[src/include/rename_settings.svh]
`ifndef RENAME_SETTINGS_SVH
`define RENAME_SETTINGS_SVH

// register value width
`define RF_DATA_WIDTH 32

// reorder-buffer tag width
`define RF_TAG_WIDTH 4

// architectural register file size and name width
`define RF_NUM_REGS 32
`define RF_NAME_WIDTH 5

// checkpoint slots per register, a power of two so the pointers wrap by themselves
`define RF_CKPT_DEPTH 4
`define RF_SLOT_WIDTH 2

// tag value of a slot whose value is present
`define RF_TAG_FREE 0

`endif
[src/hw/renamePkg.sv]
`include "rename_settings.svh"

package renamePkg;

  // plain vectors with a meaning of their own
  typedef logic [`RF_DATA_WIDTH-1:0] dataT;
  typedef logic [`RF_TAG_WIDTH-1:0]  tagT;
  typedef logic [`RF_NAME_WIDTH-1:0] regNameT;
  typedef logic [`RF_SLOT_WIDTH-1:0] slotIdxT;

  // contents of one checkpoint slot, also what a read port returns
  // tag is the pending producer, or the free tag once data is valid
  typedef struct packed {
    tagT  tag;
    dataT data;
  } slotT;

  // one broadcast result bus
  typedef struct packed {
    logic valid;
    tagT  tag;
    dataT data;
  } resultBusT;

  // reset value of every slot and the fixed contents of register 0
  localparam slotT slotFree = '{
    tag:  tagT'(`RF_TAG_FREE),
    data: '0
  };

  // idle bus, handy for default drive
  localparam resultBusT busIdle = '{
    valid: 1'b0,
    tag:   tagT'(`RF_TAG_FREE),
    data:  '0
  };

endpackage

[src/hw/checkpointCtrl.sv]
`timescale 1ns/1ps
`include "rename_settings.svh"

module checkpointCtrl import renamePkg::*; (
  input  logic    clk,
  input  logic    rst,
  input  logic    branchPush,
  input  logic    branchFree,
  input  logic    branchMispredict,
  output slotIdxT head,
  output slotIdxT tail,
  output logic    checkpointFull,
  output logic    checkpointEmpty
);

  // number of unresolved branches, always tail minus head
  slotIdxT count;

  always_ff @(posedge clk) begin
    if (rst) begin
      head  <= '0;
      tail  <= '0;
      count <= '0;
    end else if (branchMispredict) begin
      // drop every speculative checkpoint, head slot is already up to date
      tail  <= head;
      count <= '0;
    end else begin
      if (branchPush) begin
        tail <= tail + slotIdxT'(1);
      end
      // oldest branch was right, its checkpoint becomes committed
      if (branchFree) begin
        head <= head + slotIdxT'(1);
      end
      case ({branchPush, branchFree})
        2'b10:   count <= count + slotIdxT'(1);
        2'b01:   count <= count - slotIdxT'(1);
        default: count <= count;
      endcase
    end
  end

  // one slot always stays as the committed copy
  assign checkpointFull  = (count == slotIdxT'(`RF_CKPT_DEPTH - 1));
  assign checkpointEmpty = (count == '0);

endmodule

[config.mk]
export PLATFORM = sky130hd
export DESIGN_NAME = checkpointCtrl
export DESIGN_NICKNAME = d
export VERILOG_FILES = /design/src/hw/renamePkg.sv /design/src/hw/checkpointCtrl.sv
export VERILOG_INCLUDE_DIRS = /design/src /design/src/include
export SDC_FILE = /design/constraint.sdc
export NUM_CORES = 1
export LEC_CHECK = 0
export BUFFER_PORTS_ARGS = -buffer_cell sky130_fd_sc_hd__buf_4
export CELL_PAD_IN_SITES_DETAIL_PLACEMENT = 0
export CELL_PAD_IN_SITES_GLOBAL_PLACEMENT = 2
export CORE_AREA = 2 2 39 41
export DETAILED_ROUTE_END_ITERATION = 8
export DIE_AREA = 0 0 41 43
export GPL_TIMING_DRIVEN = 1
export PLACE_DENSITY = 0.65
export SETUP_SLACK_MARGIN = 0.3
export SYNTH_ARGS = -nofsm -noshare
export SYNTH_HDL_FRONTEND = slang
export SYNTH_SLANG_ARGS = --single-unit
[constraint.sdc]
create_clock -name clk -period 1.7 [get_ports clk]
set_clock_uncertainty 0.15 [all_clocks]
set_input_delay 0.255 -clock clk [delete_from_list [all_inputs] [get_ports clk]]
set_output_delay 0.255 -clock clk [all_outputs]
set_load 0.02 [all_outputs]
Word-level counts from Yosys, hierarchy flattened
Index checks and enable logic that the tools add are counted.
{"block": "classes", "reduce_logical": 5, "addsub": 4, "muxes": 3, "bitwise": 1, "eq_ne": 3}
{"cell": "adder 2 x 1 -> 2 bit (second input constant)", "count": 3}
{"cell": "equality test 2 bit (second input constant)", "count": 2}
{"cell": "2-to-1 mux 2 bit", "count": 2}
{"cell": "one-hot mux 2 bit (2 select lines)", "count": 1}
{"cell": "nonzero test 2 bit", "count": 2}
{"cell": "equality test 2 x 1 -> 1 bit (second input constant)", "count": 1}
{"cell": "zero test 2 bit", "count": 1}
{"cell": "AND reduction 2 bit", "count": 1}
{"cell": "OR reduction 2 bit", "count": 1}
{"cell": "subtractor 2 x 1 -> 2 bit (second input constant)", "count": 1}
{"cell": "NOT 1 bit", "count": 1}
{"block": "totals", "regBits": 6, "inputBits": 5, "output_inout_bits": 6, "word_cells": 19}

Longest topological paths before layout
{"block": "depth", "depth_word": 3, "depth_mapped": 5, "mapped_depth_nobuf": 5}

Worst setup path before layout
Ideal clock, no wire load.
{"block": "synth_path", "path_type": "input to register", "start": "in branchPush", "end": "reg count[1]", "n_path_buf": 0, "arrival_ps": 1147, "required_time_ps": 1464, "slack_ps": 317, "stages": 4, "cell_sequence": "inv_1 -> ha_1 -> or3_1 -> a211oi_1"}
{"block": "synth_via", "elab_chain_len": 2, "word_cells_on_any_way": 4, "classes_between": "eq/ne: 2; mux: 1; reduce/logical: 1"}
{"element": "start: declaration", "line": "checkpointCtrl.sv:7", "source": "input logic branchPush,"}
{"element": "equality test 2 x 1 -> 1 bit or equality test 2 bit (tied branches)", "line": "checkpointCtrl.sv:36", "source": "case ({branchPush, branchFree})"}
{"element": "one-hot mux 2 bit (2 select lines) or nonzero test 2 bit (tied branches)"}
{"element": "end signal: assignment", "line": "checkpointCtrl.sv:37", "source": "2'b10: count <= count + slotIdxT'(1);"}
{"element": "end signal: assignment", "line": "checkpointCtrl.sv:38", "source": "2'b01: count <= count - slotIdxT'(1);"}
{"element": "end signal: assignment", "line": "checkpointCtrl.sv:39", "source": "default: count <= count;"}
{"element": "end: declaration", "line": "checkpointCtrl.sv:17", "source": "slotIdxT count;"}
Parallel ways exist; a longest one is shown, timed or not.
A chain may end at the register's enable or synchronous reset.

Worst setup path after layout
Same ends and word-level chain as after synthesis.

==> results.toml <==
[routing]
postRouteAntennaNets = 0
drcViolationCount = 0
vias_per_cell = 4.14
vias = 244
post_drt_wl_per_cell_um = 10.3
dr.first_iter.drc_count = 3
first_pass_iters = 2
wl_um = 605

[power]
vdd_drop_max_v = 0.000312
p_leak_nw = 0.182
power.density_nw_per_um2 = 895

[timing]
fmax_mhz = 763
finalMaxSlewViolations = 0
rsz0062_at_grt = "false"
min_period_over_period = 0.771
worst_pin_slew_ns = 0.174
tns_ns = 0
hold_violations = 0
worst_slack_ns = 0.389
finalSetupViolations = 0
max_slew_margin = 0.883
min_period_ns = 1.31

[global_routing]
grt_first_pass_wirelength_um = 945
antenna_found_initial = 0
track_usage = 0.0825
grt_overflow_total = 0
grt_max_degree = 8
grt_pass1_vias = 227

[clocking]
root_buffer = "clkbuf_4"
postCtsSetupRepairBufs = 0
cts-htree-levels = 1
ctsResizeCount = 0
cts_buffer_depth = 2
clk_pin_slew_worst_paths_ns = 0.04
cts_tree = "built"
cts_hold_buf = 0
clock_latency_ns = 0.24
cts_buffers = 3
clock_sinks = 6

[yosys]
synth_edf_count = 0
yosysSeqAreaShare = 0.430
synth.area.top_cells = "dfxtp_1 43%, xor2_1 9.4%, xnor2_1 6.3%"
synth_cell_types = 17
yosys.area.top_type_share = 0.430
yosysTopAreaCell = "dfxtp_1"
syn-num-nets = 36
synth_cells = 30
mappedNetlistArea_um2 = 279
syn-mean-instance-area_um2 = 9.30
synth-async-reset-ratio = 0
synth_ff_type = "dfxtp_1"
synthTopCellsByCount = "6 x dfxtp_1, 4 x nor2_1, 3 x xor2_1"
yosys.cell_count.top_type = "dfxtp_1"
synth-seq-cells = 6
yosys_warnings = 0

[placement]
pre_cts_slack_ns = 0.151
port_buffers = 10
gp_congestion = 0.647
dp_hpwl_um = 489

[floorplanning]
fp.dieW_um = 41
io_pins = 11
die_h_um = 43
coreArea_um2 = 1380
initial_core_util = 0.202
die_area_um2 = 1760
num_rows = 14

[final_layout]
drive_above_1_share = 0.326
n_fill_cell = 154
syn2layout_area_growth_pct = 42.2
nNetsFinal = 51
diodes = 0

[worst_setup_path]
start_kind = "input port"
critPathTopFamily = "simple AND/OR/NAND/NOR gates"
cp.arrival_ns = 1.31
setup.worst_path.end_class = "flop"
cp.required_ns = 1.70
crit_type = "in2reg"
cp_max_fo = 4
path_cells = "buf_4 > inv_1 > ha_1 > or3_1 > a211oi_1"
path_buf_inv = 2
slowest_delay_ns = 0.38
crit_slowest_cell = "or3_1"

[run]
maxCapViolCount = 0

[hold_path]
hold_path_class = "in2reg"

[status]
outcome = "complete, no violations"
## power breakdown
part           internal (mW)  switching (mW)
sequential             0.151         0.00986
combinational         0.0355          0.0352
clock                 0.0794          0.0443
total                  0.266          0.0894
## cell families (layout without fill, tap and decap cells)
group                    Yosys count  count (layout)  synth area share
AND/OR/NAND/NOR                   12              12             0.229
flip-flops                         6               6             0.431
multiplexers                       1               1            0.0359
XOR/XNOR                           5               5             0.157
AO/OA/AOI/OAI                      4               4            0.0897
adder cells (fa/ha/maj)            1               1            0.0448
buffers and inverters              1              14            0.0134
## metal layers
layer	part of all wire	GRT usage	routed length, um
met1	0.43	0.0939	262
met4	0	0.0200	0
met5	0	0	0
met2	0.48	0.119	290
met3	0.086	0.0628	52
## registers in the layout (all words and copies together) (netlist names)
register	cells
head	2
count	2
tail	2
## worst paths after layout
kind | start | endpoint | slack (ns) | depth (start not counted)
setup reg to reg | count[0]$_SDFFE_PP0P_ | count[1]$_SDFFE_PP0P_ | 0.46 | 3
hold / removal | rst | tail[0]$_SDFFE_PP0P_ | 0.08 | 2
setup / recovery | branchPush | count[1]$_SDFFE_PP0P_ | 0.39 | 5
hold reg to reg | count[1]$_SDFFE_PP0P_ | count[1]$_SDFFE_PP0P_ | 0.36 | 2
## layout make-up
type                    instances  area, um^2  area share
repair buffers                 10        75.1       0.189
well taps                      16        20.0      0.0505
inverters                       1        3.75     0.00946
flip-flops and latches          6         120       0.303
clock buffers                   3        22.5      0.0568
multi-input cells              23         155       0.391
## placed cells by master, fill, tap and decap left out
cell,Yosys,routed
xor2_1,3,3
nor3_1,2,2
o21ai_0,1,1
or3_1,1,1
a21oi_1,1,1
a211oi_1,1,1
and2_2,1,1
a21o_1,1,1
nor2b_1,2,2
nor2_1,4,4
nand3b_1,1,1
dfxtp_1,6,6
mux2i_1,1,1
xnor2_1,2,2
inv_1,1,1
clkbuf_4,0,3
nand3_1,1,1
buf_4,0,10
ha_1,1,1
## through the flow
| stage | utilization | cells | power (mW) | hold slack [ns] | instance area [um^2] |
|---|---|---|---|---|---|
| 2_1_floorplan | - | 30 | 0.201 | 0.177 | 279 |
| 3_3_place_gp | 0.270 | 56 | 0.232 | 0.320 | 374 |
| 3_5_place_dp | 0.270 | 56 | 0.234 | 0.324 | 374 |
| 4_1_cts | 0.287 | 59 | 0.362 | 0.0712 | 397 |
| 5_1_grt | 0.287 | 59 | 0.380 | 0.0775 | 397 |
| 6_report | 0.287 | 59 | 0.355 | 0.0774 | 397 |
## worst register-to-register path, cell delays in order (launching register included)
cell and delay (ns):
dfxtp_1 0.38, xnor2_1 0.10, or3_1 0.31, a211oi_1 0.22
Power figures use the tool's default switching activity.
